**src/chroni_pkg.sv**
```systemverilog
package chroni_pkg;

   typedef enum logic [1:0] {
      mode_640x480  = 2'd0,
      mode_800x600  = 2'd1,
      mode_1280x720 = 2'd2
   } vga_mode_e;

   // flags are set on the cycle after the *_start compare and cleared after *_end
   typedef struct packed {
      logic [11:0] h_sync_pulse;
      logic [11:0] h_total;
      logic [11:0] h_de_start;
      logic [11:0] h_de_end;
      logic [11:0] h_pf_start;
      logic [11:0] h_pf_end;
      logic [11:0] v_sync_pulse;
      logic [11:0] v_total;
      logic [11:0] v_de_start;
      logic [11:0] v_de_end;
      logic [11:0] v_pf_start;
      logic [11:0] v_pf_end;
      logic [6:0]  text_cols;
      logic        dbl;
   } mode_timing_t;

   localparam mode_timing_t mode_table [3] = '{
      '{h_sync_pulse: 12'd96, h_total: 12'd800, h_de_start: 12'd144, h_de_end: 12'd784,
        h_pf_start: 12'd144, h_pf_end: 12'd784, v_sync_pulse: 12'd2, v_total: 12'd525,
        v_de_start: 12'd35, v_de_end: 12'd515, v_pf_start: 12'd35, v_pf_end: 12'd515,
        text_cols: 7'd40, dbl: 1'b1},
      '{h_sync_pulse: 12'd128, h_total: 12'd1056, h_de_start: 12'd216, h_de_end: 12'd1016,
        h_pf_start: 12'd296, h_pf_end: 12'd936, v_sync_pulse: 12'd4, v_total: 12'd628,
        v_de_start: 12'd27, v_de_end: 12'd627, v_pf_start: 12'd87, v_pf_end: 12'd567,
        text_cols: 7'd40, dbl: 1'b1},
      '{h_sync_pulse: 12'd40, h_total: 12'd1650, h_de_start: 12'd260, h_de_end: 12'd1540,
        h_pf_start: 12'd420, h_pf_end: 12'd1380, v_sync_pulse: 12'd5, v_total: 12'd750,
        v_de_start: 12'd25, v_de_end: 12'd745, v_pf_start: 12'd25, v_pf_end: 12'd745,
        text_cols: 7'd120, dbl: 1'b0}
   };

   typedef struct packed {
      logic        hs;
      logic        vs;
      logic        de;
      logic        pf;
      logic [10:0] pixel_x;
      logic        read_row;
      logic        render_line;
      logic        write_row;
      logic [6:0]  text_row;
      logic [2:0]  font_scan;
      logic        line_start;
   } beam_t;

   typedef struct packed {
      logic [4:0] r;
      logic [5:0] g;
      logic [4:0] b;
   } rgb_t;

   typedef struct packed {
      rgb_t        border;
      rgb_t        fg;
      rgb_t        bg;
      logic [12:0] text_base;
      logic [12:0] font_base;
      logic [7:0]  page;
   } regs_t;

   typedef enum logic [2:0] {
      fs_idle,
      fs_text_read,
      fs_text_wait,
      fs_font_read,
      fs_font_wait,
      fs_store
   } fetch_state_e;

   localparam logic [6:0] reg_border_lo = 7'd0;
   localparam logic [6:0] reg_border_hi = 7'd1;
   localparam logic [6:0] reg_fg_lo     = 7'd2;
   localparam logic [6:0] reg_fg_hi     = 7'd3;
   localparam logic [6:0] reg_bg_lo     = 7'd4;
   localparam logic [6:0] reg_bg_hi     = 7'd5;
   localparam logic [6:0] reg_text_lo   = 7'd6;
   localparam logic [6:0] reg_text_hi   = 7'd7;
   localparam logic [6:0] reg_font_lo   = 7'd8;
   localparam logic [6:0] reg_font_hi   = 7'd9;
   localparam logic [6:0] reg_page      = 7'd10;

   localparam int line_buf_row   = 960;
   localparam int line_buf_depth = 2 * line_buf_row;

endpackage
```
**src/chroni_video_out.sv**
```systemverilog
module chroni_video_out import chroni_pkg::*; (
   input  logic       vga_clk,
   input  logic       reset_n,
   input  beam_t      beam,
   input  regs_t      regs,
   input  logic       pixel,
   output logic       vga_hs,
   output logic       vga_vs,
   output logic [4:0] vga_r,
   output logic [5:0] vga_g,
   output logic [4:0] vga_b
);

   rgb_t color;

   always_ff @(posedge vga_clk) begin
      if (!reset_n) begin
         vga_hs <= 1'b1;
         vga_vs <= 1'b1;
         color  <= '0;
      end else begin
         vga_hs <= beam.hs;
         vga_vs <= beam.vs;
         if (beam.pf) begin
            color <= pixel ? regs.fg : regs.bg;
         end else if (beam.de) begin
            color <= regs.border;
         end else begin
            // blanking
            color <= '0;
         end
      end
   end

   assign vga_r = color.r;
   assign vga_g = color.g;
   assign vga_b = color.b;

endmodule

```
**config.mk**
```make
export PLATFORM = sky130hd
export DESIGN_NAME = chroni_video_out
export DESIGN_NICKNAME = d
export VERILOG_FILES = /design/src/chroni_pkg.sv /design/src/chroni_video_out.sv
export SDC_FILE = /design/constraint.sdc
export NUM_CORES = 1
export LEC_CHECK = 0
export BUFFER_PORTS_ARGS = -buffer_cell sky130_fd_sc_hd__buf_2
export CAP_MARGIN = 10
export CORE_ASPECT_RATIO = 0.9
export CORE_MARGIN = 1
export CORE_UTILIZATION = 30
export CTS_BUF_LIST = sky130_fd_sc_hd__clkbuf_2
export CTS_CLUSTER_DIAMETER = 40
export DETAILED_ROUTE_END_ITERATION = 12
export PLACE_DENSITY = 0.86
export REMOVE_ABC_BUFFERS = 1
export SLEW_MARGIN = 10
export SYNTH_ARGS = -nofsm -noshare
export SYNTH_HDL_FRONTEND = slang
export SYNTH_SLANG_ARGS = --single-unit
```
**constraint.sdc**
```tcl
create_clock -name vga_clk -period 1.9 [get_ports vga_clk]
set_clock_uncertainty 0.05 [all_clocks]
set_input_delay 0.19 -clock vga_clk [delete_from_list [all_inputs] [get_ports vga_clk]]
set_output_delay 0.19 -clock vga_clk [all_outputs]
set_load 0.01 [all_outputs]
```
==> impl_table.tex <==
\begin{tabular}{lr}
\hline
Metric & Value \\
\hline
\multicolumn{2}{l}{\textbf{Pwr}} \\
Power per Cell Area & 635 nW/um\^{}2 \\
Leakage & 0.000615 uW \\
Worst IR Drop VDD & $\sim$0.35 mV \\
\multicolumn{2}{l}{\textbf{Final layout}} \\
Most common cell after layout, fill and taps aside & sky130\_fd\_sc\_hd\_\_buf\_2 \\
N\_diodes & 0 \\
Util after Layout & 47.1\% \\
Top library cells by usage in the layout, fill and taps aside & sky130\_fd\_sc\_hd\_\_buf\_2 (72), sky130\_fd\_sc\_hd\_\_dfxtp\_1 (18), sky130\_fd\_sc\_hd\_\_mux2i\_1 (16), sky130\_fd\_sc\_hd\_\_a21oi\_1 (16), sky130\_fd\_sc\_hd\_\_a211oi\_1 (16) \\
Count of nets after finishing & 262 \\
Area delta synth->final & 47.2\% \\
Fraction of layout cells with a size suffix above 1 & 51.0\% \\
\multicolumn{2}{l}{\textbf{Drt}} \\
Routed via count divided by cell count & 4.80 \\
Post-detailed-routing wire length & roughly 2200 um \\
DRC & 0 \\
Average wire per standard cell & around 13 um \\
Iteration-0 DRC count of the detailed router & 47 \\
First-pass iteration count of the detailed router & 4 \\
Vias post-DR & between 800 and 900 \\
Antenna violation net count after detailed routing & 0 \\
\multicolumn{2}{l}{\textbf{Floorplanning}} \\
Die Wd & 56.3 um \\
Number of top-level design ports & 132 \\
Die area & 2860 um\^{}2 \\
Chip height & 50.9 um \\
Effective utilization at floorplan & 32.0\% \\
Row Count & 17 \\
Floorplan Core Area & 2490 um\^{}2 \\
\multicolumn{2}{l}{\textbf{Setup path}} \\
Max Fanout on Critical Path & 1 \\
Worst-path cell with the longest stage delay & sky130\_fd\_sc\_hd\_\_dlygate4sd3\_1 \\
Kind of start point of the critical path & primary input \\
Cell repeated most along the worst path & sky130\_fd\_sc\_hd\_\_dlygate4sd3\_1 \\
Crit-path max cell delay & 0.56 ns \\
Setup CP Type & in2reg \\
Ordered cell list for the critical path & dlygate4sd3\_1 > buf\_2 > nand2b\_1 > dlygate4sd3\_1 \\
Kind of capture point of the worst setup path & flip-flop \\
WP data arrival & 1.52 ns \\
Data required time at the worst endpoint & 2.05 ns \\
Kind of cell adding the most delay to the critical path & buffers and inverters \\
Number of buffer and inverter instances along the worst setup path & 3 \\
\multicolumn{2}{l}{\textbf{Placement}} \\
Last weighted congestion value of the routability-driven placer & 0.710 \\
Detailed Place HPWL & 1660 um \\
Number of port buffers & 72 \\
\multicolumn{2}{l}{\textbf{Clock network}} \\
Maximum level of the CTS H-tree & 1 \\
Number of gates resized after CTS & 0 \\
TritonCTS Buffers & 3 \\
Clk slew on worst S/H paths & 0.16 ns \\
Clk sinks & 18 \\
Worst-case clock buffer depth & 2 \\
CTS root buffer & sky130\_fd\_sc\_hd\_\_clkbuf\_2 \\
CTS tree & yes \\
\multicolumn{2}{l}{\textbf{Worst hold path}} \\
Worst hold path type & in2reg \\
Worst Hold Depth & 2 \\
Beginning of the worst hold path & beam[28] \\
Endpoint, Worst Hold & vga\_hs \\
\multicolumn{2}{l}{\textbf{Run status}} \\
Outcome & complete, no violations \\
\multicolumn{2}{l}{\textbf{Timing}} \\
Time the final worst path needs with I/O delays and setup & 1.37 ns \\
Worst rel slew slack & 64.4\% \\
Number of endpoints with negative hold slack in the final report & 0 \\
Unrepaired setup endpoints after global routing & false \\
Setup Total Neg Slack & 0 ns \\
Post-route fraction of the period consumed by the critical path & 72.3\% \\
Count of final max-slew check failures & 0 \\
Setup violation total in the final timing report & 0 \\
Peak clock frequency supported by timing & 728 MHz \\
Worst Tran Pin Value & between 0.5 and 0.6 ns \\
\multicolumn{2}{l}{\textbf{Flow run}} \\
Max Cap Viol & 0 \\
\multicolumn{2}{l}{\textbf{Synth}} \\
Mapped Avg Cell Area & 10.3 um\^{}2 \\
Proportion of synthesized chip area in sequential cells & $\sim$45\% \\
Syn. warnings & 0 \\
Mapped Area & approximately 800 um\^{}2 \\
Post-synthesis cell type count & 11 \\
\#FFs+latches synth & 18 \\
Post-Syn Instances & 77 \\
\multicolumn{2}{l}{\textbf{GRT}} \\
GRT Util Overall & 16.0\% \\
Maximum number of pins on one net before global-route repair & 33 \\
Wire length of the first global-routing pass & 3480 um \\
Vias in the first global route & 772 \\
Initial antenna violation count & 0 \\
Final global-route overflow total & 0 \\
\hline
\end{tabular}
how the worst max path moves through the flow:
stage                     to  cells after the start  slack [ns]     start
detailed placement  vga_b[0]                      3        0.73     pixel
floorplan           vga_b[0]                      2        1.21   reset_n
finish                vga_vs                      4        0.53  beam[27]
global route          vga_vs                      4        0.57  beam[27]
CTS                 vga_r[1]                      1        0.86  vga_r[1]
global placement    vga_g[2]                      3        0.74     pixel
routing by layer:
layer,global-route usage (%),routed length (um),share of wire [%]
met1,18.4,917,41
met2,28.4,1120,50
met3,4.30,177,8.0
met4,6.10,9,0.40
met5,0,0,0
Yosys cell counts (all sizes together):
| library cell | count | area (um^2) |
|---|---|---|
| nand2b | 2 | 12.5 |
| dfxtp | 18 | 360 |
| a211oi | 16 | 120 |
| inv | 1 | 3.75 |
| mux2i | 16 | 160 |
| a21oi | 16 | 80.1 |
| buf | 5 | 46.3 |
| clkbuf | 3 | 12.5 |
sequential cells by signal (all words and copies together), names as in the netlist:
signal	flops
vga_r	5
vga_vs	1
vga_b	5
vga_hs	1
vga_g	6
repair_timing:
item / 4_1_cts / 5_1_grt
setup endpoints to repair: 0 / 0
hold buffers: 0 / 2
buffers inserted: 0 / 0
hold endpoints to repair: 0 / 1
logic make-up (layout without fill, tap and decap cells):
logic type / after synthesis / in the layout / share of synthesized area (%)
compound gates: 32 / 32 / 25.2
flops: 18 / 18 / 45.3
mux: 16 / 16 / 20.1
buf+inv: 9 / 79 / 7.86
simple gates: 2 / 2 / 1.57
report_power, final:
group	total, uW	internal (uW)	switching, uW
Clock	157	45.8	112
Sequential	409	404	5.73
Combinational	177	90.4	86.3
area by class of cell:
class | count | area (um^2)
Clock buffer | 3 | 15.0
Clock inverter | 1 | 3.75
Fill cell | 238 | 1320
Inverter | 1 | 3.75
Multi-Input combinational cell | 50 | 373
Sequential cell | 18 | 360
Tap cell | 28 | 35.0
Timing Repair Buffer | 74 | 380
per-stage QoR:
| step | hold WS, ns | setup WS, ns | area, um^2 | instances | power (uW) |
|---|---|---|---|---|---|
| after global routing | 0.00933 | 0.570 | 1170 | 175 | 793 |
| after CTS | 0.00667 | 0.858 | 1150 | 173 | 753 |
| after detailed placement | 0.331 | 0.735 | 1130 | 169 | 592 |
| final | 0.0251 | 0.526 | 1170 | 175 | 744 |
| after floorplan | 0.213 | 1.21 | 737 | 69 | 483 |
| after global placement | 0.333 | 0.744 | 1130 | 169 | 589 |
Note: power is estimated with default switching activity, not from simulation.
