### src/chroni_pkg.sv
package chroni_pkg;

   typedef enum logic [1:0] {
      mode_640x480  = 2'd0,
      mode_800x600  = 2'd1,
      mode_1280x720 = 2'd2
   } vga_mode_e;

   // flags are set on the cycle after the *_start compare and cleared after *_end
   typedef struct packed {
      logic [11:0] h_sync_pulse;
      logic [11:0] h_total;
      logic [11:0] h_de_start;
      logic [11:0] h_de_end;
      logic [11:0] h_pf_start;
      logic [11:0] h_pf_end;
      logic [11:0] v_sync_pulse;
      logic [11:0] v_total;
      logic [11:0] v_de_start;
      logic [11:0] v_de_end;
      logic [11:0] v_pf_start;
      logic [11:0] v_pf_end;
      logic [6:0]  text_cols;
      logic        dbl;
   } mode_timing_t;

   localparam mode_timing_t mode_table [3] = '{
      '{h_sync_pulse: 12'd96, h_total: 12'd800, h_de_start: 12'd144, h_de_end: 12'd784,
        h_pf_start: 12'd144, h_pf_end: 12'd784, v_sync_pulse: 12'd2, v_total: 12'd525,
        v_de_start: 12'd35, v_de_end: 12'd515, v_pf_start: 12'd35, v_pf_end: 12'd515,
        text_cols: 7'd40, dbl: 1'b1},
      '{h_sync_pulse: 12'd128, h_total: 12'd1056, h_de_start: 12'd216, h_de_end: 12'd1016,
        h_pf_start: 12'd296, h_pf_end: 12'd936, v_sync_pulse: 12'd4, v_total: 12'd628,
        v_de_start: 12'd27, v_de_end: 12'd627, v_pf_start: 12'd87, v_pf_end: 12'd567,
        text_cols: 7'd40, dbl: 1'b1},
      '{h_sync_pulse: 12'd40, h_total: 12'd1650, h_de_start: 12'd260, h_de_end: 12'd1540,
        h_pf_start: 12'd420, h_pf_end: 12'd1380, v_sync_pulse: 12'd5, v_total: 12'd750,
        v_de_start: 12'd25, v_de_end: 12'd745, v_pf_start: 12'd25, v_pf_end: 12'd745,
        text_cols: 7'd120, dbl: 1'b0}
   };

   typedef struct packed {
      logic        hs;
      logic        vs;
      logic        de;
      logic        pf;
      logic [10:0] pixel_x;
      logic        read_row;
      logic        render_line;
      logic        write_row;
      logic [6:0]  text_row;
      logic [2:0]  font_scan;
      logic        line_start;
   } beam_t;

   typedef struct packed {
      logic [4:0] r;
      logic [5:0] g;
      logic [4:0] b;
   } rgb_t;

   typedef struct packed {
      rgb_t        border;
      rgb_t        fg;
      rgb_t        bg;
      logic [12:0] text_base;
      logic [12:0] font_base;
      logic [7:0]  page;
   } regs_t;

   typedef enum logic [2:0] {
      fs_idle,
      fs_text_read,
      fs_text_wait,
      fs_font_read,
      fs_font_wait,
      fs_store
   } fetch_state_e;

   localparam logic [6:0] reg_border_lo = 7'd0;
   localparam logic [6:0] reg_border_hi = 7'd1;
   localparam logic [6:0] reg_fg_lo     = 7'd2;
   localparam logic [6:0] reg_fg_hi     = 7'd3;
   localparam logic [6:0] reg_bg_lo     = 7'd4;
   localparam logic [6:0] reg_bg_hi     = 7'd5;
   localparam logic [6:0] reg_text_lo   = 7'd6;
   localparam logic [6:0] reg_text_hi   = 7'd7;
   localparam logic [6:0] reg_font_lo   = 7'd8;
   localparam logic [6:0] reg_font_hi   = 7'd9;
   localparam logic [6:0] reg_page      = 7'd10;

   localparam int line_buf_row   = 960;
   localparam int line_buf_depth = 2 * line_buf_row;

endpackage
### src/chroni_text_fetch.sv
module chroni_text_fetch import chroni_pkg::*; (
   input  logic         vga_clk,
   input  logic         reset_n,
   input  beam_t        beam,
   input  mode_timing_t timing,
   input  regs_t        regs,
   output logic [12:0]  addr_out,
   output logic [7:0]   addr_out_page,
   input  logic [7:0]   data_in,
   output logic         rd_req,
   input  logic         rd_ack,
   output logic         wr_en,
   output logic [10:0]  wr_addr,
   output logic [7:0]   wr_byte
);

   fetch_state_e state;
   logic [6:0]   col;
   logic [12:0]  char_addr;
   logic [12:0]  row_off;
   logic [10:0]  row_base;
   logic [7:0]   char_code;

   assign row_off = 13'(beam.text_row) * 13'(timing.text_cols);
   assign wr_en   = state == fs_store;
   assign wr_addr = row_base + {1'b0, col, 3'b000};

   always_ff @(posedge vga_clk) begin
      if (!reset_n) begin
         state  <= fs_idle;
         rd_req <= 1'b0;
         col    <= 7'd0;
      end else if (beam.line_start) begin
         // a fetch still running from the last line is dropped here
         state     <= fs_text_read;
         rd_req    <= 1'b0;
         col       <= 7'd0;
         char_addr <= regs.text_base + row_off;
         row_base  <= beam.write_row ? 11'(line_buf_row) : 11'd0;
      end else begin
         case (state)
            fs_idle: begin
               rd_req <= 1'b0;
            end
            fs_text_read: begin
               addr_out      <= char_addr;
               addr_out_page <= regs.page;
               rd_req        <= 1'b1;
               state         <= fs_text_wait;
            end
            fs_text_wait: begin
               if (rd_ack) begin
                  char_code <= data_in;
                  rd_req    <= 1'b0;
                  state     <= fs_font_read;
               end
            end
            fs_font_read: begin
               addr_out <= regs.font_base + {2'b00, char_code, beam.font_scan};
               rd_req   <= 1'b1;
               state    <= fs_font_wait;
            end
            fs_font_wait: begin
               if (rd_ack) begin
                  wr_byte <= data_in;
                  rd_req  <= 1'b0;
                  state   <= fs_store;
               end
            end
            fs_store: begin
               col       <= col + 7'd1;
               char_addr <= char_addr + 13'd1;
               if (col == timing.text_cols - 7'd1) begin
                  state <= fs_idle;
               end else begin
                  // next character read goes out while this glyph is stored
                  addr_out <= char_addr + 13'd1;
                  rd_req   <= 1'b1;
                  state    <= fs_text_wait;
               end
            end
            default: begin
               state <= fs_idle;
            end
         endcase
      end
   end

endmodule

### config.mk
export PLATFORM = sky130hd
export DESIGN_NAME = chroni_text_fetch
export DESIGN_NICKNAME = d
export VERILOG_FILES = /design/src/chroni_pkg.sv /design/src/chroni_text_fetch.sv
export SDC_FILE = /design/constraint.sdc
export NUM_CORES = 1
export LEC_CHECK = 0
export BUFFER_PORTS_ARGS = -buffer_cell sky130_fd_sc_hd__buf_2
export CAP_MARGIN = 30
export CORE_AREA = 2 2 121 123
export CTS_CLUSTER_DIAMETER = 150
export CTS_CLUSTER_SIZE = 16
export DETAILED_ROUTE_END_ITERATION = 12
export DIE_AREA = 0 0 123 125
export GPL_TIMING_DRIVEN = 0
export PLACE_DENSITY_LB_ADDON = 0.25
export SLEW_MARGIN = 20
export SYNTH_ARGS = -nofsm -noshare
export SYNTH_HDL_FRONTEND = slang
export SYNTH_SLANG_ARGS = --single-unit
### constraint.sdc
create_clock -name vga_clk -period 6.02 [get_ports vga_clk]
set_clock_uncertainty 0.05 [all_clocks]
set_input_delay 0.903 -clock vga_clk [delete_from_list [all_inputs] [get_ports vga_clk]]
set_output_delay 0.903 -clock vga_clk [all_outputs]
set_load 0.02 [all_outputs]
==> results.cfg <==
[setup_path]
critPathRequiredTime_ps = 6030
crit_family = adder cells
arrival_ps = 5110
cpPeakStageDelay_ps = 540
cp_max_fo = 10
critPathBufInv = 4
end_kind = flip-flop
start_kind = input pin
r2r_slack_ps = 3630
cp_cell_sequence = clkbuf_1 > nand2_1 > fa_1 > fa_1 > inv_1 > fa_1 > inv_1 > fa_1 > inv_1 > ha_1 > o21a_1 > a2111oi_0 > o41ai_1 > xnor2_1 > mux2i_1
timing.critical_path.mode_cell = fa_1
critical_path.slowest_cell = fa_1
worstSetupPathType = input pin to flip-flop

[route]
antenna_left = 0
avgViaCountPerCell = 5.13
wirelength_mm = 12.6
highest_layer = met4
dr_wl_met2_mm = 6.27
dr_wl_met3_um = 563
routedWlPerCell_um = 14.0
route.detailed.drc = 0
via_count = 4624
drt_iter0_markers = 232
first_pass_iters = 4
wl_met1_mm = 5.59

[placed_design]
gp_congestion = 0.865
dp_cells = 885
portBuffers = 99
dp_hpwl_mm = 10.1

[global_route]
grt_max_degree = 14
grt_use_total_pct = 17.6
grt_overflow = 0
grt_pass1_wl_mm = 21.8
grt_pass1_vias = 4781
antenna_found_initial = 0

[synth]
yosys.area_share.simple_pct = 16.0
synth_flop_cell = edfxtp_1
ys_ff_latch = 62
synth.distinct_cells = 67
synth_fa_ha_area_share_pct = 23.9
ys_warn_count = 0
avgSynthCellArea_um2 = 9.45
yosys.area_share.xor_xnor_pct = 6.96
yosys.area.top_type = edfxtp_1
synth_cells = 599
synthArstFlopShare_pct = 0
synth_compound_area_share_pct = 13.1
netlist.area_leader.share_pct = 27.0
yosys-top-cells-count = inv_1, edfxtp_1, nand2_1
synth_area_leaders = edfxtp_1, fa_1, ha_1
netlist_area_um2 = 5660
synth_enable_flop_cells = 51
yosysSeqAreaShare_pct = 30.9
synthMuxAreaShare_pct = 0.906
synth_top_family_by_area = adder cells
synth_most_common_cell = inv_1

[clock_network]
cts_max_path_buffers = 2
tritoncts = yes
holdBufCountCts = 0
clk_pin_slew_ps = 50
cts-root-buf = clkbuf_16
ctsHtreeMaxLevel = 3
cts.sinks = 62
numCtsBuffers = 9
cts_resized = 0
clk_latency_ps = 330
post_cts_buffers = 0

[cells_and_area]
drive_gt1_share_pct = 20.4
stdcell_count = 901
area_growth_pct = 18.0
multi_input_area_um2 = 3480
antenna_cells = 0
seq_area_um2 = 1750
nets = 1072
fill_cells = 1419

[sta]
max_slew_margin_pct = 52.9
tns_ps = 0
period_share_pct = 84.7
finalCriticalPeriod_ps = 5100
hold_viol = 0
rsz0062_at_grt = no
tightest_slew_ps = 703
fmaxAchievable_ghz = 0.196
report.final.slew_viol_count = 0
setup_viol_count_final = 0

[floorplanning]
die_y_um = 125
core_area_um2 = 14200
rows = 44
ioPinCount = 316
start_util_pct = 39.9
die_width_um = 123
die_area_um2 = 15400

[power]
irDropWorstVdd_v = 0.000139
p_leak_nw = 2.97
power.density_nw_per_um2 = 257

[run]
maxCapViolations = 0

[hold_path]
hold_class = flip-flop to flip-flop

[status]
status = finished clean
[per-layer routing]
layer | vias up | track usage (%)
met5 | - | 0
met4 | 0 | 4.95
met3 | 20 | 2.97
met2 | 110 | 29.6
met1 | 2239 | 23.2
li1 | 2255 | -
[layout by cell type (no fill, tap or decap), types with 4 or more instances in the layout]
master     netlist  routed
a22oi_1          4       4
buf_4            6       7
xnor2_1         24      24
o21ai_1          4       4
a21oi_1         22      22
nand3_1         10      10
a21o_1           7       7
or3_1            5       5
and2_1          30      30
dfxtp_1         11      11
nand2b_1         5       5
a211oi_1         6       6
o21bai_1         4       4
nor2b_1          6       6
xor2_1          21      21
nand2_1         51      51
nor2_1          29      29
clkbuf_1        11      15
buf_2            7     106
clkbuf_16        0       9
o21ai_0         32      32
nor3_2           2       4
fa_1            37      37
nand4_1          7       7
nor3_1          12      10
inv_1           86      86
edfxtp_1        51      51
mux2i_1          4       4
ha_1            49      49
[worst reg2reg max path: stages (launching register included)]
cell and delay [ps]:
dfxtp_1 470, nor2b_2 270, nand2_2 160, inv_1 240, buf_2 310, o21a_1 530
[path summary, 6_finish.rpt]
check                  from       endpoint  depth (start not counted)
setup / recovery  timing[5]  char_addr[11]                         15
setup reg to reg   state[0]   char_addr[4]                          5
hold reg to reg      col[1]         col[1]                          2
hold / removal       col[1]         col[1]                          2
[flip-flops by register name, indices dropped and copies added (netlist names)]
signal / cells
col: 7
state: 3
addr_out: 13
rd_req: 1
char_code: 8
char_addr: 13
wr_byte: 8
addr_out_page: 8
row_base: 1
[stage by stage]
stage	hold slack, ps	util (%)	setup slack (ps)	instance area (µm²)	power (W)
after floorplan	439	-	1040	5670	0.00111
after global placement	492	45.0	616	6400	0.00126
after detailed placement	482	45.2	576	6420	0.00128
after CTS	496	47.0	926	6680	0.00174
after global routing	542	47.1	590	6680	0.00188
final	500	47.1	921	6680	0.00172
[power breakdown]
part / internal, W / switching [W] / total [W] / leakage (nW)
Sequential: 0.000509 / 0.0000199 / 0.000528 / 0.556
Clock: 0.000288 / 0.000173 / 0.000460 / 0.128
Combinational: 0.000332 / 0.000400 / 0.000732 / 2.29
[logic make-up after synthesis]
group / Yosys count
and+or+nand+nor: 177
xor gates and xnor gates: 45
other: 1
AOI/OAI and AO/OA: 111
muxes: 5
adders and majority gates: 86
DFF: 62
buffers and inverters: 112
[final cells by class]
cell class                 count  share of cell area (%)
clock inverter                 2                   0.131
inverter                      87                    4.89
buffer                        25                    1.98
clock buffer                  14                    3.80
tap                          184                    3.44
timing repair buffer         100                    7.53
sequential                    62                    26.2
multi-input combinational    427                    52.0
Power figures use the tool's default switching activity.
