--- src/chroni_pkg.sv ---
package chroni_pkg;

   typedef enum logic [1:0] {
      mode_640x480  = 2'd0,
      mode_800x600  = 2'd1,
      mode_1280x720 = 2'd2
   } vga_mode_e;

   // flags are set on the cycle after the *_start compare and cleared after *_end
   typedef struct packed {
      logic [11:0] h_sync_pulse;
      logic [11:0] h_total;
      logic [11:0] h_de_start;
      logic [11:0] h_de_end;
      logic [11:0] h_pf_start;
      logic [11:0] h_pf_end;
      logic [11:0] v_sync_pulse;
      logic [11:0] v_total;
      logic [11:0] v_de_start;
      logic [11:0] v_de_end;
      logic [11:0] v_pf_start;
      logic [11:0] v_pf_end;
      logic [6:0]  text_cols;
      logic        dbl;
   } mode_timing_t;

   localparam mode_timing_t mode_table [3] = '{
      '{h_sync_pulse: 12'd96, h_total: 12'd800, h_de_start: 12'd144, h_de_end: 12'd784,
        h_pf_start: 12'd144, h_pf_end: 12'd784, v_sync_pulse: 12'd2, v_total: 12'd525,
        v_de_start: 12'd35, v_de_end: 12'd515, v_pf_start: 12'd35, v_pf_end: 12'd515,
        text_cols: 7'd40, dbl: 1'b1},
      '{h_sync_pulse: 12'd128, h_total: 12'd1056, h_de_start: 12'd216, h_de_end: 12'd1016,
        h_pf_start: 12'd296, h_pf_end: 12'd936, v_sync_pulse: 12'd4, v_total: 12'd628,
        v_de_start: 12'd27, v_de_end: 12'd627, v_pf_start: 12'd87, v_pf_end: 12'd567,
        text_cols: 7'd40, dbl: 1'b1},
      '{h_sync_pulse: 12'd40, h_total: 12'd1650, h_de_start: 12'd260, h_de_end: 12'd1540,
        h_pf_start: 12'd420, h_pf_end: 12'd1380, v_sync_pulse: 12'd5, v_total: 12'd750,
        v_de_start: 12'd25, v_de_end: 12'd745, v_pf_start: 12'd25, v_pf_end: 12'd745,
        text_cols: 7'd120, dbl: 1'b0}
   };

   typedef struct packed {
      logic        hs;
      logic        vs;
      logic        de;
      logic        pf;
      logic [10:0] pixel_x;
      logic        read_row;
      logic        render_line;
      logic        write_row;
      logic [6:0]  text_row;
      logic [2:0]  font_scan;
      logic        line_start;
   } beam_t;

   typedef struct packed {
      logic [4:0] r;
      logic [5:0] g;
      logic [4:0] b;
   } rgb_t;

   typedef struct packed {
      rgb_t        border;
      rgb_t        fg;
      rgb_t        bg;
      logic [12:0] text_base;
      logic [12:0] font_base;
      logic [7:0]  page;
   } regs_t;

   typedef enum logic [2:0] {
      fs_idle,
      fs_text_read,
      fs_text_wait,
      fs_font_read,
      fs_font_wait,
      fs_store
   } fetch_state_e;

   localparam logic [6:0] reg_border_lo = 7'd0;
   localparam logic [6:0] reg_border_hi = 7'd1;
   localparam logic [6:0] reg_fg_lo     = 7'd2;
   localparam logic [6:0] reg_fg_hi     = 7'd3;
   localparam logic [6:0] reg_bg_lo     = 7'd4;
   localparam logic [6:0] reg_bg_hi     = 7'd5;
   localparam logic [6:0] reg_text_lo   = 7'd6;
   localparam logic [6:0] reg_text_hi   = 7'd7;
   localparam logic [6:0] reg_font_lo   = 7'd8;
   localparam logic [6:0] reg_font_hi   = 7'd9;
   localparam logic [6:0] reg_page      = 7'd10;

   localparam int line_buf_row   = 960;
   localparam int line_buf_depth = 2 * line_buf_row;

endpackage
--- src/chroni_regs.sv ---
module chroni_regs import chroni_pkg::*; (
   input  logic        vga_clk,
   input  logic        reset_n,
   input  logic [6:0]  cpu_addr,
   input  logic [7:0]  cpu_data_in,
   input  logic        cpu_we,
   input  logic        cpu_re,
   output logic [7:0]  cpu_data_out,
   output regs_t       regs
);

   logic [7:0] rd_byte;

   always_comb begin
      case (cpu_addr)
         reg_border_lo: rd_byte = regs.border[7:0];
         reg_border_hi: rd_byte = regs.border[15:8];
         reg_fg_lo:     rd_byte = regs.fg[7:0];
         reg_fg_hi:     rd_byte = regs.fg[15:8];
         reg_bg_lo:     rd_byte = regs.bg[7:0];
         reg_bg_hi:     rd_byte = regs.bg[15:8];
         reg_text_lo:   rd_byte = regs.text_base[7:0];
         reg_text_hi:   rd_byte = {3'b000, regs.text_base[12:8]};
         reg_font_lo:   rd_byte = regs.font_base[7:0];
         reg_font_hi:   rd_byte = {3'b000, regs.font_base[12:8]};
         reg_page:      rd_byte = regs.page;
         default:       rd_byte = 8'd0;
      endcase
   end

   always_ff @(posedge vga_clk) begin
      if (!reset_n) begin
         regs         <= '0;
         cpu_data_out <= 8'd0;
      end else begin
         if (cpu_we) begin
            case (cpu_addr)
               reg_border_lo: regs.border[7:0]     <= cpu_data_in;
               reg_border_hi: regs.border[15:8]    <= cpu_data_in;
               reg_fg_lo:     regs.fg[7:0]         <= cpu_data_in;
               reg_fg_hi:     regs.fg[15:8]        <= cpu_data_in;
               reg_bg_lo:     regs.bg[7:0]         <= cpu_data_in;
               reg_bg_hi:     regs.bg[15:8]        <= cpu_data_in;
               reg_text_lo:   regs.text_base[7:0]  <= cpu_data_in;
               reg_text_hi:   regs.text_base[12:8] <= cpu_data_in[4:0];
               reg_font_lo:   regs.font_base[7:0]  <= cpu_data_in;
               reg_font_hi:   regs.font_base[12:8] <= cpu_data_in[4:0];
               reg_page:      regs.page            <= cpu_data_in;
               default: ;
            endcase
         end
         if (cpu_re) begin
            cpu_data_out <= rd_byte;
         end
      end
   end

endmodule

--- config.mk ---
export PLATFORM = sky130hd
export DESIGN_NAME = chroni_regs
export DESIGN_NICKNAME = d
export VERILOG_FILES = /design/src/chroni_pkg.sv /design/src/chroni_regs.sv
export SDC_FILE = /design/constraint.sdc
export NUM_CORES = 1
export LEC_CHECK = 0
export ABC_AREA = 0
export BUFFER_PORTS_ARGS = -buffer_cell sky130_fd_sc_hd__buf_2
export CAP_MARGIN = 20
export CORE_MARGIN = 4
export CORE_UTILIZATION = 30
export DETAILED_ROUTE_END_ITERATION = 12
export PLACE_DENSITY_LB_ADDON = 0.08
export SYNTH_ARGS = -nofsm -noshare
export SYNTH_HDL_FRONTEND = slang
export SYNTH_SLANG_ARGS = --single-unit
--- constraint.sdc ---
create_clock -name vga_clk -period 1.55 [get_ports vga_clk]
set_input_delay 0.0775 -clock vga_clk [delete_from_list [all_inputs] [get_ports vga_clk]]
set_output_delay 0.0775 -clock vga_clk [all_outputs]
set_load 0.01 [all_outputs]
==> results.toml <==
[yosys]
syn-num-nets = 462
avgSynthCellArea_um2 = 9.75
netlist_instances = 443
synth_top_area_cell = "dfxtp_1"
synthTopCellsByCount = "dfxtp_1 (90), mux2i_1 (66), nor2b_1 (58), nand2_1 (33), o21ai_0 (33)"
synthFlopType = "dfxtp_1"
synth_top_area_share_pct = 41.7
netlist_top_cells_area = "dfxtp_1 (42%), mux2i_1 (15%), nor2b_1 (8.4%)"
ys_seq_area_share_pct = 41.7
synthArstFlopShare_pct = 0
synth-seq-cells = 90
synth_area_um2 = 4320
synth.distinct_cells = 48
synth_most_common_cell = "dfxtp_1"
synth_edf_count = 0
yosysWarningCount = 0

[placed_design]
globalplace.congestion = 0.828
dpl_cell_area_um2 = 5260
dp_hpwl_um = 11500
portBuffers = 108
pre_cts_slack_ns = -0.0892

[cells_and_area]
drive_gt1_share_pct = 32.5
layout.nets = 594
stdcell_area_um2 = 5510
utilization_pct = 39.4
syn_to_final_growth_pct = 27.5
antennaDiodeCount = 0

[clock_network]
cts_tree = "built"
clock_sinks = 90
cts_buffers = 9
clk_path_buf_depth = 2
ctsHoldBuffers = 0
htreeDepth = 3
root_buffer = "clkbuf_16"
cts_resized = 0
insertion_delay_ns = 0.35
postCtsSetupBuffers = 0
clk_pin_slew_worst_paths_ns = 0.06

[critical_path]
rr_worst_depth = 4
critPathLaunchType = "flip-flop"
timing.rr.start = "regs[4]$_SDFFE_PN0P_"
regToRegEndpoint = "cpu_data_out[4]$_SDFFE_PN0P_"
endpoint_kind = "flip-flop"
cp.required_ns = 1.79
crit_arrival_ns = 1.64
r2r_slack_ns = 0.15
cp-endpoint = "cpu_data_out[4]$_SDFFE_PN0P_"
crit_type = "reg -> reg"
crit_fanout = 3
critPathLaunch = "regs[4]$_SDFFE_PN0P_"

[power]
switching_power_uw = 1120
p_leak_uw = 0.00250
ir_drop_mv = 0.564
power_density_nw_per_um2 = 849
p_sw_share_pct = 23.8
combinationalPowerShare_pct = 7.1
seqPwrFrac_pct = 49.6
p_int_uw = 3560
pwr-share-clk_pct = 43.3
power_uw = 4680

[global_routing]
grt_max_degree = 33
grt_use_met3_pct = 4.33
gr-total-overflow = 0
antenna_found_initial = 0
gr-usage-met2_pct = 30.0
global_route.usage.met1_pct = 26.2
grt_first_pass_wirelength_um = 23700
top_usage_layer = "met2"
grt_pass1_vias = 3894
grt.total_usage_pct = 19.2

[drt]
ant_nets = 0
drt_iter0_drc = 157
dr.pass1.iters = 5
routedWlPerCell_um = 20.3
num_vias = 3794
drc = 0
drt_wl_total_um = 15400
vias_per_cell = 5.01

[sta]
drv_slew = 0
setup_ws_ns = 0.151
skew_ns = 0.00534
fmax_mhz = 715
hold_viol_final = 0
rsz0062_at_grt = "false"
relSlewSlack_pct = 74.1
fin_crit_sh_pct = 90.3
setup_violations = 0
min_period_ns = 1.40
timing.setup.tns_ns = 0
worst_pin_slew_ns = 0.388

[floorplan]
die_w_um = 128
boundaryPins = 109
die_area_um2 = 16400
start_util_pct = 30.9
placement_rows = 43
fp.dieH_um = 128
design.core.area_um2 = 14000

[outcome]
outcome = "completed"

[worst_hold_path]
min_path_type = "in -> reg"

[job]
maxCapViolCount = 0
-- sequential cells by signal, indices dropped and copies added (netlist names) --
name          count
cpu_data_out      8
regs             82
-- power by group through the flow --
stage | registers (uW) | logic, uW | clock network, uW
5_1_grt | 2320 | 358 | 2160
3_3_place_gp | 2370 | 334 | 0
3_5_place_dp | 2370 | 335 | 0
2_1_floorplan | 2370 | 186 | 0
4_1_cts | 2320 | 336 | 2080
6_report | 2320 | 333 | 2020
-- worst min path at each step --
| stage | from | end | depth (start not counted) |
|---|---|---|---|
| after floorplan | cpu_data_in[3] | regs[61]$_SDFFE_PN0P_ | 2 |
| after global placement | cpu_data_in[7] | regs[7]$_SDFFE_PN0P_ | 3 |
| after detailed placement | cpu_data_in[7] | regs[57]$_SDFFE_PN0P_ | 3 |
| after CTS | cpu_data_in[7] | regs[57]$_SDFFE_PN0P_ | 3 |
| after global routing | cpu_data_in[7] | regs[57]$_SDFFE_PN0P_ | 3 |
| final | cpu_data_in[7] | regs[57]$_SDFFE_PN0P_ | 3 |
-- placed cells by master, fill, tap and decap left out, types with 2 or more instances in the layout --
master / n
buf_2: 108
dfxtp_1: 90
mux2i_1: 66
nor2b_1: 58
buf_4: 48
nand2_1: 33
o21ai_0: 33
a21boi_0: 24
a22o_1: 14
nor2_1: 9
a221o_1: 9
clkbuf_16: 9
o22ai_1: 8
nand3_1: 7
a22oi_1: 7
o221a_2: 6
a21boi_1: 5
nand3_2: 4
clkbuf_1: 4
and2_1: 3
and3_4: 2
nor2_2: 2
a32oi_1: 2
a211oi_1: 2
nor3b_1: 2
a21oi_1: 2
buf_12: 2
-- cell families (layout without fill, tap and decap cells) --
kind of cell / count (synthesis) / count (layout) / share of synthesized area (%)
muxes: 66 / 66 / 15.3
buffers and inverters: 39 / 174 / 5.53
AOI/OAI and AO/OA: 116 / 116 / 19.5
and+or+nand+nor: 132 / 132 / 18.0
DFF: 90 / 90 / 41.7
-- critical path, cell delays in order (launching register included) --
cell	delay, ns
dfxtp_1	0.32
a22oi_1	0.26
o22ai_1	0.18
a221o_1	0.28
o221a_2	0.24
-- metrics by stage --
step	hold WS, ns	instances
2_1_floorplan	0.247	443
3_3_place_gp	0.444	744
3_5_place_dp	0.455	744
4_1_cts	0.0775	758
5_1_grt	0.0918	758
6_report	0.0947	758
-- routing by layer --
layer	up-vias	share of wire [%]
met5	-	0
met4	0	2.0
met3	19	5.0
met2	113	46
met1	1808	47
li1	1854	-
-- area by class of cell --
| class | instances | area [um2] |
|---|---|---|
| Sequential cell | 90 | 1800 |
| Clock buffer | 14 | 254 |
| Fill cell | 1470 | 8480 |
| Inverter | 2 | 7.51 |
| Timing Repair Buffer | 158 | 941 |
| Multi-Input combinational cell | 314 | 2280 |
| Tap cell | 180 | 225 |
No activity file was read; power rests on OpenSTA's default activity.
