===== config.mk =====
export PLATFORM = sky130hd
export DESIGN_NAME = chroni_timing
export DESIGN_NICKNAME = d
export VERILOG_FILES = /design/src/chroni_pkg.sv /design/src/chroni_timing.sv
export SDC_FILE = /design/constraint.sdc
export NUM_CORES = 1
export LEC_CHECK = 0
export ABC_AREA = 1
export BUFFER_PORTS_ARGS = -buffer_cell sky130_fd_sc_hd__buf_2
export CAP_MARGIN = 20
export CORE_ASPECT_RATIO = 0.7
export CORE_MARGIN = 2
export CORE_UTILIZATION = 57
export DETAILED_ROUTE_END_ITERATION = 7
export PLACE_DENSITY = 0.89
export SLEW_MARGIN = 20
export SYNTH_ARGS = -nofsm -noshare
export SYNTH_HDL_FRONTEND = slang
export SYNTH_SLANG_ARGS = --single-unit

===== constraint.sdc =====
create_clock -name vga_clk -period 6 [get_ports vga_clk]
set_input_delay 1.2 -clock vga_clk [delete_from_list [all_inputs] [get_ports vga_clk]]
set_output_delay 1.2 -clock vga_clk [all_outputs]
set_load 0.005 [all_outputs]

===== src/chroni_pkg.sv =====
package chroni_pkg;

   typedef enum logic [1:0] {
      mode_640x480  = 2'd0,
      mode_800x600  = 2'd1,
      mode_1280x720 = 2'd2
   } vga_mode_e;

   // flags are set on the cycle after the *_start compare and cleared after *_end
   typedef struct packed {
      logic [11:0] h_sync_pulse;
      logic [11:0] h_total;
      logic [11:0] h_de_start;
      logic [11:0] h_de_end;
      logic [11:0] h_pf_start;
      logic [11:0] h_pf_end;
      logic [11:0] v_sync_pulse;
      logic [11:0] v_total;
      logic [11:0] v_de_start;
      logic [11:0] v_de_end;
      logic [11:0] v_pf_start;
      logic [11:0] v_pf_end;
      logic [6:0]  text_cols;
      logic        dbl;
   } mode_timing_t;

   localparam mode_timing_t mode_table [3] = '{
      '{h_sync_pulse: 12'd96, h_total: 12'd800, h_de_start: 12'd144, h_de_end: 12'd784,
        h_pf_start: 12'd144, h_pf_end: 12'd784, v_sync_pulse: 12'd2, v_total: 12'd525,
        v_de_start: 12'd35, v_de_end: 12'd515, v_pf_start: 12'd35, v_pf_end: 12'd515,
        text_cols: 7'd40, dbl: 1'b1},
      '{h_sync_pulse: 12'd128, h_total: 12'd1056, h_de_start: 12'd216, h_de_end: 12'd1016,
        h_pf_start: 12'd296, h_pf_end: 12'd936, v_sync_pulse: 12'd4, v_total: 12'd628,
        v_de_start: 12'd27, v_de_end: 12'd627, v_pf_start: 12'd87, v_pf_end: 12'd567,
        text_cols: 7'd40, dbl: 1'b1},
      '{h_sync_pulse: 12'd40, h_total: 12'd1650, h_de_start: 12'd260, h_de_end: 12'd1540,
        h_pf_start: 12'd420, h_pf_end: 12'd1380, v_sync_pulse: 12'd5, v_total: 12'd750,
        v_de_start: 12'd25, v_de_end: 12'd745, v_pf_start: 12'd25, v_pf_end: 12'd745,
        text_cols: 7'd120, dbl: 1'b0}
   };

   typedef struct packed {
      logic        hs;
      logic        vs;
      logic        de;
      logic        pf;
      logic [10:0] pixel_x;
      logic        read_row;
      logic        render_line;
      logic        write_row;
      logic [6:0]  text_row;
      logic [2:0]  font_scan;
      logic        line_start;
   } beam_t;

   typedef struct packed {
      logic [4:0] r;
      logic [5:0] g;
      logic [4:0] b;
   } rgb_t;

   typedef struct packed {
      rgb_t        border;
      rgb_t        fg;
      rgb_t        bg;
      logic [12:0] text_base;
      logic [12:0] font_base;
      logic [7:0]  page;
   } regs_t;

   typedef enum logic [2:0] {
      fs_idle,
      fs_text_read,
      fs_text_wait,
      fs_font_read,
      fs_font_wait,
      fs_store
   } fetch_state_e;

   localparam logic [6:0] reg_border_lo = 7'd0;
   localparam logic [6:0] reg_border_hi = 7'd1;
   localparam logic [6:0] reg_fg_lo     = 7'd2;
   localparam logic [6:0] reg_fg_hi     = 7'd3;
   localparam logic [6:0] reg_bg_lo     = 7'd4;
   localparam logic [6:0] reg_bg_hi     = 7'd5;
   localparam logic [6:0] reg_text_lo   = 7'd6;
   localparam logic [6:0] reg_text_hi   = 7'd7;
   localparam logic [6:0] reg_font_lo   = 7'd8;
   localparam logic [6:0] reg_font_hi   = 7'd9;
   localparam logic [6:0] reg_page      = 7'd10;

   localparam int line_buf_row   = 960;
   localparam int line_buf_depth = 2 * line_buf_row;

endpackage

===== src/chroni_timing.sv =====
module chroni_timing import chroni_pkg::*; (
   input  logic         vga_clk,
   input  logic         reset_n,
   input  vga_mode_e    vga_mode_in,
   output beam_t        beam,
   output mode_timing_t timing
);

   logic [11:0] x_cnt;
   logic [11:0] y_cnt;
   logic        line_end;
   logic        hs;
   logic        vs;
   logic        h_de;
   logic        v_de;
   logic        h_pf;
   logic        v_pf;
   logic        v_render;
   logic [9:0]  line_cnt;
   logic [9:0]  scan;
   logic        render_line;
   logic        buf_row;
   logic        line_start;
   logic        half;
   logic [10:0] pix_cnt;

   assign line_end = x_cnt == timing.h_total;

   // new mode only at the first pixel of a frame
   always_ff @(posedge vga_clk) begin
      if (!reset_n) begin
         timing <= mode_table[mode_640x480];
      end else if (x_cnt == 12'd1 && y_cnt == 12'd1) begin
         timing <= mode_table[vga_mode_in];
      end
   end

   always_ff @(posedge vga_clk) begin
      if (!reset_n) begin
         x_cnt <= 12'd1;
         y_cnt <= 12'd1;
      end else if (line_end) begin
         x_cnt <= 12'd1;
         y_cnt <= (y_cnt == timing.v_total) ? 12'd1 : y_cnt + 12'd1;
      end else begin
         x_cnt <= x_cnt + 12'd1;
      end
   end

   // horizontal flags, registered so that they line up with x_cnt
   always_ff @(posedge vga_clk) begin
      if (!reset_n) begin
         hs         <= 1'b1;
         h_de       <= 1'b0;
         h_pf       <= 1'b0;
         line_start <= 1'b0;
      end else begin
         if (line_end) begin
            hs <= 1'b0;
         end else if (x_cnt == timing.h_sync_pulse) begin
            hs <= 1'b1;
         end
         if (x_cnt == timing.h_de_start) begin
            h_de <= 1'b1;
         end else if (x_cnt == timing.h_de_end) begin
            h_de <= 1'b0;
         end
         if (x_cnt == timing.h_pf_start) begin
            h_pf <= 1'b1;
         end else if (x_cnt == timing.h_pf_end) begin
            h_pf <= 1'b0;
         end
         line_start <= (x_cnt == timing.h_pf_start) && render_line;
      end
   end

   // vertical flags change at the end of each line, for the line that follows
   always_ff @(posedge vga_clk) begin
      if (!reset_n) begin
         vs       <= 1'b1;
         v_de     <= 1'b0;
         v_pf     <= 1'b0;
         v_render <= 1'b0;
         line_cnt <= 10'd0;
         buf_row  <= 1'b0;
      end else if (line_end) begin
         if (y_cnt == timing.v_total) begin
            vs <= 1'b0;
         end else if (y_cnt == timing.v_sync_pulse) begin
            vs <= 1'b1;
         end
         if (y_cnt == timing.v_de_start) begin
            v_de <= 1'b1;
         end else if (y_cnt == timing.v_de_end) begin
            v_de <= 1'b0;
         end
         if (y_cnt == timing.v_pf_start) begin
            v_pf <= 1'b1;
         end else if (y_cnt == timing.v_pf_end) begin
            v_pf <= 1'b0;
         end
         // line_cnt is the playfield line that follows the current one
         if (y_cnt == timing.v_pf_start - 12'd1) begin
            v_render <= 1'b1;
            line_cnt <= 10'd0;
         end else begin
            if (y_cnt == timing.v_pf_end - 12'd1) begin
               v_render <= 1'b0;
            end
            line_cnt <= line_cnt + 10'd1;
         end
         if (render_line) begin
            buf_row <= ~buf_row;
         end
      end
   end

   always_ff @(posedge vga_clk) begin
      if (x_cnt == timing.h_pf_start) begin
         pix_cnt <= 11'd0;
         half    <= 1'b0;
      end else if (h_pf && x_cnt != timing.h_pf_end) begin
         half <= timing.dbl ? ~half : 1'b0;
         if (!timing.dbl || half) begin
            pix_cnt <= pix_cnt + 11'd1;
         end
      end
   end

   assign scan        = timing.dbl ? {1'b0, line_cnt[9:1]} : line_cnt;
   assign render_line = v_render && (!timing.dbl || !line_cnt[0]);

   always_comb begin
      beam.hs          = hs;
      beam.vs          = vs;
      beam.de          = h_de && v_de;
      beam.pf          = h_pf && v_pf;
      beam.pixel_x     = pix_cnt;
      beam.read_row    = ~buf_row;
      beam.render_line = render_line;
      beam.write_row   = buf_row;
      beam.text_row    = scan[9:3];
      beam.font_scan   = scan[2:0];
      beam.line_start  = line_start;
   end

endmodule


==> summary.txt, run 1 <==
Global routing
  – Number of global-route vias before repair: 4483
  – Wire length of the first global-routing pass: 22540 um
  – Pin count of the biggest net entering global routing: 36
  – Global routing usage summed across all routing layers: 26.34%
  – Total congestion overflow: 0
  – Initial antenna violation count: 0

Pwr
  – Switching Fraction: 31.43%
  – Sw Pwr: 425.9 uW
  – Leakage power summed over all cells: 0.002843 uW
  – Worst VDD drop: 0.1676 mV
  – Sequential power share: 35.6%
  – Portion of total power attributed to combinational logic: 23.6%
  – Clock power share: 40.9%
  – Internal Pwr Total: 929.1 uW
  – Power density over cell area: 235.6 nW/um^2

Synth
  – Netlist cell types: 42
  – Most common flop cell mapped by yosys: dfxtp_1
  – Gate count of the mapped netlist: 878
  – Synth warn: 0
  – Average footprint of a synthesized cell: 6.560 um^2
  – Post-synthesis register bit count: 62
  – Biggest area consumer among synthesized cells: dfxtp_1
  – Top post-synthesis cells by count: nand2_1 (207), buf_4 (158), nor2_1 (84), inv_1 (64), dfxtp_1 (62)
  – Async S/R FF share, synth: 0%
  – Number of enable-type register cells in the synthesized netlist: 0
  – Register area share after synthesis: 21.55%
  – Netlist Area Pre-Place: 5759 um^2
  – Most area-consuming cells after synthesis: dfxtp_1 (22%), buf_4 (21%), nand2_1 (13%)
  – Most numerous cell in the Yosys netlist: nand2_1
  – Share of Yosys cell area claimed by the top area cell type: 21.55%

Clocking
  – CTS tree: yes
  – Register clock-pin slew on the reported worst setup and hold paths: 0.05 ns
  – Max H-tree Level: 3
  – Cts hold-fix bufs: 0
  – Clock latency on the worst-skew pair: 0.33 ns
  – Count of instances resized after the clock tree is built: 0
  – Num CTS Buffers: 9
  – Clock Path Buffers: 2
  – CTS Sinks: 62
  – CTS root buffer: clkbuf_16
  – Count of buffers added by post-CTS timing repair for setup: 0

Setup path
  – Maximum fanout along the worst path: 25
  – Data arrival time at the worst-slack endpoint: 1.60 ns
  – Critical Path End Type: primary output
  – Data required time of the critical path: 4.80 ns
  – Kind of critical path: flop to primary output
  – Startpoint Class: flop

Floorplan
  – Die Span Y: 88.10 um
  – Width of the die: 124.1 um
  – I/O pin count: 185
  – Cell Rows: 30
  – Starting density of the core: 59.01%
  – Core outline area: 9759 um^2
  – Die outline area: 10940 um^2

Detailed routing
  – DR vias: 5384
  – DRC violation count after routing: 0
  – Total wirelength of the detailed-routed design: 14070 um
  – Routed len/inst: 13.70 um
  – Total iterations of the first detailed-routing run: 6
  – Drt via density: 5.242
  – DR iter-0 viols: 700
  – Residual antenna-violating net count after detailed routing: 0

Timing
  – Achievable Freq: 356.9 MHz
  – Final number of hold-violating endpoints: 0
  – Setup repair after global routing missed its margin: no
  – Setup Skew: 0.005510 ns
  – Shortest period the worst path allows: 2.802 ns
  – Count of final max-slew check failures: 0
  – Setup TNS: 0 ns
  – Finish-stage setup viols: 0
  – Worst max-slew margin expressed relative to the limit: 44.41%
  – Share of the clock period used by the worst path: 46.69%
  – Slew @ Worst Pin: 0.8328 ns

Placed design
  – Placed wire-length estimate: 10540 um
  – IO buf count: 119
  – Placed cell area: 5434 um^2
  – Global placer's final weighted congestion: 1.065
  – Placed Cells: 1011

Finish
  – Ratio of cells with drive above 1 in the final layout: 21.13%
  – Final nets: 910
  – Final Non-Filler Cells: 1027
  – Antenna diode count: 0
  – Area growth syn-to-layout: -0.1303%
  – Post-layout instance area: 5752 um^2
  – Filler cell count in the final layout: 934
  – Final core utilization: 58.94%

Status
  – Run status: finished clean

Worst hold path
  – Type of the worst min-delay path: flop to flop

Flow run
  – Number of maximum-capacitance violations: 0
## critical path, stage by stage (launching register included)
cell,delay [ns]
dfxtp_1,0.76
buf_4,0.35
buf_2,0.15
## cells in the final DEF, fill, tap and decap left out, types with 21 or more instances in the layout
| master | instances |
|---|---|
| nand2_1 | 207 |
| buf_2 | 119 |
| nor2_1 | 84 |
| conb_1 | 65 |
| inv_1 | 64 |
| dfxtp_1 | 61 |
| nand3_1 | 50 |
| nand4_1 | 29 |
| a21oi_1 | 29 |
| xor2_1 | 27 |
| o21ai_0 | 25 |
| nor3_1 | 21 |
## final cells by class
type                            count  area (um^2)  area share (%)
Inverter                           81        305.3           5.308
Clock buffer                       12        246.5           4.285
Tap cell                          128        160.2           2.784
Timing Repair Buffer              122        618.1           10.75
Clock inverter                      4        70.07           1.218
Sequential cell                    62         1242           21.60
Multi-Input combinational cell    618         3109           54.06
## cells by family after synthesis
group | Yosys count | share of synthesized area, %
AND/OR/NAND/NOR | 438 | 35.50
other | 1 | 0.06511
buffers and inverters | 262 | 28.63
adder cells (fa/ha/maj) | 12 | 2.607
XOR/XNOR | 33 | 5.149
AO/OA/AOI/OAI | 70 | 6.496
flip-flops | 62 | 21.55
## layer usage
layer,global-route usage (%),share of wire (%),vias to the layer above
met5,0,0,-
met3,7.292,12,29
met2,38.60,42,356
met4,6.537,1.5,0
met1,38.14,44,2383
li1,-,-,2616
## state kept, by name (all words and copies together) (netlist names)
signal      cells
v_render        1
h_pf            1
h_de            1
buf_row         1
v_de            1
x_cnt          12
v_pf            1
line_cnt       10
vs              1
y_cnt          12
pix_cnt        11
half            1
timing          7
hs              1
line_start      1
## power groups by stage
stage	Sequential, uW	Clock (uW)	Combinational (uW)
floorplan	472	0	330
global placement	487	0	309
detailed placement	489	0	314
CTS	481	559	315
global route	488	579	363
finish	482	554	320
## metrics by stage
stage / hold slack, ns / power [uW] / setup slack (ns)
6_report: 0.4683 / 1355 / 3.198
5_1_grt: 0.4967 / 1430 / 3.072
4_1_cts: 0.4693 / 1356 / 3.149
3_5_place_dp: 0.4614 / 803.0 / 3.489
3_3_place_gp: 0.4420 / 795.8 / 3.540
2_1_floorplan: 0.4108 / 802.1 / 3.402
## path summary, 6_finish.rpt
kind,start,endpoint,slack (ns),cells after the start
min,half$_SDFFE_PP0P_,half$_SDFFE_PP0P_,0.47,2
min reg2reg,half$_SDFFE_PP0P_,half$_SDFFE_PP0P_,0.47,2
max reg2reg,timing[138]$_SDFFE_PN0P_,line_cnt[0]$_SDFFE_PN0P_,3.52,11
max,timing[143]$_SDFFE_PN0P_,timing[134],3.20,2
(Power assumes the default switching activity.)
==> run 2, diff against run 1 <==
--- a/config.mk
+++ b/config.mk
@@ -10,9 +10,9 @@
 export CAP_MARGIN = 20
 export CORE_ASPECT_RATIO = 0.7
 export CORE_MARGIN = 2
-export CORE_UTILIZATION = 57
+export CORE_UTILIZATION = 47
 export DETAILED_ROUTE_END_ITERATION = 7
-export PLACE_DENSITY = 0.89
+export PLACE_DENSITY = 0.79
 export SLEW_MARGIN = 20
 export SYNTH_ARGS = -nofsm -noshare
 export SYNTH_HDL_FRONTEND = slang
==> constraint.sdc (replaced) <==
create_clock -name vga_clk -period 2.56 [get_ports vga_clk]
set_input_delay 0.512 -clock vga_clk [delete_from_list [all_inputs] [get_ports vga_clk]]
set_output_delay 0.512 -clock vga_clk [all_outputs]
set_load 0.005 [all_outputs]
==> run 2 against run 1 <==
- clock power up 120%
- sequential power grew 130%
- wire length up 3.9%
- register-to-register slack worse by 3.1 ns
- critical path depth increased by 8
- total power up 130%
- final area is 1.8% higher
- worst setup slack lost 2.8 ns
- hold slack lost 0.018 ns
- critical path type is now flop to flop
- critical endpoint is now line_cnt[5]$_SDFFE_PN0P_
==> summary.txt, run 2 (synthesized netlist as in run 1, its figures left out) <==
Status
  – Run status: finished clean

Pwr
  – Leakage power summed over all cells: 0.002892 uW (+1.7%)
  – Power density over cell area: 530.6 nW/um^2 (+130%)
  – Worst VDD drop: 0.3494 mV (+110%)

Worst hold path
  – Type of the worst min-delay path: flop to flop

Clocking
  – Max H-tree Level: 3 (unchanged)
  – CTS tree: yes
  – CTS root buffer: clkbuf_16
  – Cts hold-fix bufs: 0 (unchanged)
  – Count of instances resized after the clock tree is built: 0 (unchanged)
  – Clock latency on the worst-skew pair: 0.33 ns (about the same)
  – Register clock-pin slew on the reported worst setup and hold paths: 0.05 ns (about the same)
  – Clock Path Buffers: 2 (unchanged)
  – Count of buffers added by post-CTS timing repair for setup: 0 (unchanged)
  – CTS Sinks: 62 (unchanged)
  – Num CTS Buffers: 9 (unchanged)

Setup path
  – CP max stage delay: 0.54 ns (-0.22 ns)
  – Data required time of the critical path: 2.78 ns (-2.02 ns)
  – Critical Path End Type: flop
  – Kind of critical path: flop to flop
  – Worst reg-to-reg setup slack: 0.43 ns (-3.09 ns)
  – Startpoint Class: flop
  – Maximum fanout along the worst path: 13 (-48%)
  – Data arrival time at the worst-slack endpoint: 2.35 ns (+0.75 ns)
  – Crit path max-delay cell type: dfxtp_1
  – Critical-path cell list: inv_2 -> ha_1 -> nand3_1 -> inv_1 -> o21ai_0 -> nand3_1 -> nor2_1 -> nand2_2 -> nand2_2 -> nor2_1

Timing
  – Setup TNS: 0 ns (unchanged)
  – Setup slack of the critical path after layout: 0.4272 ns (-2.771 ns)
  – Share of the clock period used by the worst path: 83.31%
  – Setup Skew: 0.002976 ns (-0.002535 ns)
  – Finish-stage setup viols: 0 (unchanged)
  – Achievable Freq: 468.9 MHz
  – Slew @ Worst Pin: 0.5891 ns (-0.2437 ns)
  – Count of final max-slew check failures: 0 (unchanged)
  – Shortest period the worst path allows: 2.133 ns
  – Setup repair after global routing missed its margin: no
  – Worst max-slew margin expressed relative to the limit: 60.68% (+16 points)
  – Final number of hold-violating endpoints: 0 (unchanged)

Finish
  – Top library cells by usage in the layout, fill and taps aside: nand2_1 (207), buf_2 (119), nor2_1 (84), conb_1 (65), inv_1 (64)
  – Total area of sequential cells: 1241 um^2 (-0.10%)
  – Combined area of the multi-input logic cells: 3109 um^2 (unchanged)
  – Area growth syn-to-layout: 1.716%
  – Antenna diode count: 0 (unchanged)
  – Final nets: 923 (+1.4%)
  – Filler cell count in the final layout: 1212 (+30%)
  – Commonest non-fill, non-tap cell in the layout: nand2_1
  – Post-layout instance area: 5858 um^2 (+1.8%)
  – Ratio of cells with drive above 1 in the final layout: 22.17% (+1.0 points)
  – Biggest registers after layout: x_cnt: 12 flops, y_cnt: 12 flops, pix_cnt: 11 flops

Flow run
  – Number of maximum-capacitance violations: 0 (unchanged)

Global routing
  – Pin count of the biggest net entering global routing: 34 (-5.6%)
  – Wire length of the first global-routing pass: 23320 um (+3.5%)
  – Number of global-route vias before repair: 4602 (+2.7%)
  – Initial antenna violation count: 0 (unchanged)
  – Total congestion overflow: 0 (unchanged)
  – Global routing usage summed across all routing layers: 22.00% (-4.3 points)

Detailed routing
  – Total iterations of the first detailed-routing run: 6 (unchanged)
  – Routed len/inst: 13.68 um (-0.11%)
  – DR vias: 5403 (+0.35%)
  – Drt via density: 5.059 (-3.5%)
  – Residual antenna-violating net count after detailed routing: 0 (unchanged)
  – DR iter-0 viols: 699 (-0.14%)
  – DRC violation count after routing: 0 (unchanged)
  – Total wirelength of the detailed-routed design: 14610 um (+3.9%)

Placed design
  – Placed wire-length estimate: 11220 um (+6.4%)
  – Placed cell area: 5568 um^2 (+2.5%)
  – Global placer's final weighted congestion: 0.9940 (-6.6%)
  – Pre-CTS worst setup slack: 0.4587 ns (-3.030 ns)
  – IO buf count: 119 (unchanged)

Floorplan
  – Width of the die: 136.3 um (+9.8%)
  – Starting density of the core: 48.77% (-10 points)
  – Die outline area: 13170 um^2 (+20%)
  – Die Span Y: 96.62 um (+9.7%)
  – Cell Rows: 33 (+10%)
  – I/O pin count: 185 (unchanged)
  – Core outline area: 11810 um^2 (+21%)
[run 2: cell type report]
class / instances / area share [%]
multi-input cells: 618 / 53.08
clock buffers: 11 / 4.144
well taps: 157 / 3.353
inverters: 81 / 5.211
clock inverters: 4 / 0.8116
repair buffers: 135 / 12.22
flip-flops and latches: 62 / 21.19
[run 2: stage by stage]
stage / util (%) / hold WS [ns] / power (uW) / std cells
CTS: 49.61 / 0.4516 / 3114 / 1068
global route: 49.61 / 0.4889 / 3270 / 1068
global placement: 47.15 / 0.4367 / 1905 / 1053
floorplan: - / 0.4108 / 1880 / 942
detailed placement: 47.15 / 0.4435 / 1914 / 1053
finish: 49.61 / 0.4498 / 3108 / 1068
[run 2: final timing paths]
path                       startpoint                        to  cells after the start
max          timing[133]$_SDFFE_PN1P_  line_cnt[5]$_SDFFE_PN0P_                     10
min                 half$_SDFFE_PP0P_         half$_SDFFE_PP0P_                      2
max reg2reg  timing[133]$_SDFFE_PN1P_  line_cnt[5]$_SDFFE_PN0P_                     10
min reg2reg         half$_SDFFE_PP0P_         half$_SDFFE_PP0P_                      2
[run 2: worst max-delay path: cells and delay by family (launching register included)]
| family | cells | cell delay [ns] |
|---|---|---|
| simple gates | 6 | 0.78 |
| flops | 1 | 0.54 |
| fa+ha+maj | 1 | 0.26 |
| buf+inv | 2 | 0.27 |
| compound gates | 1 | 0.17 |
[run 2: power by group]
| group | switching, uW | internal [uW] |
|---|---|---|
| sequential | 86.1 | 1020 |
| clock | 430 | 771 |
| combinational | 495 | 312 |
[run 2: per-layer routing]
layer / GRT usage, % / vias to the layer above / wire (um)
li1: - / 2638 / -
met1: 33.48 / 2432 / 6953
met2: 31.12 / 314 / 5979
met3: 4.665 / 19 / 1533
met4: 5.449 / 0 / 144
met5: 0 / - / 0
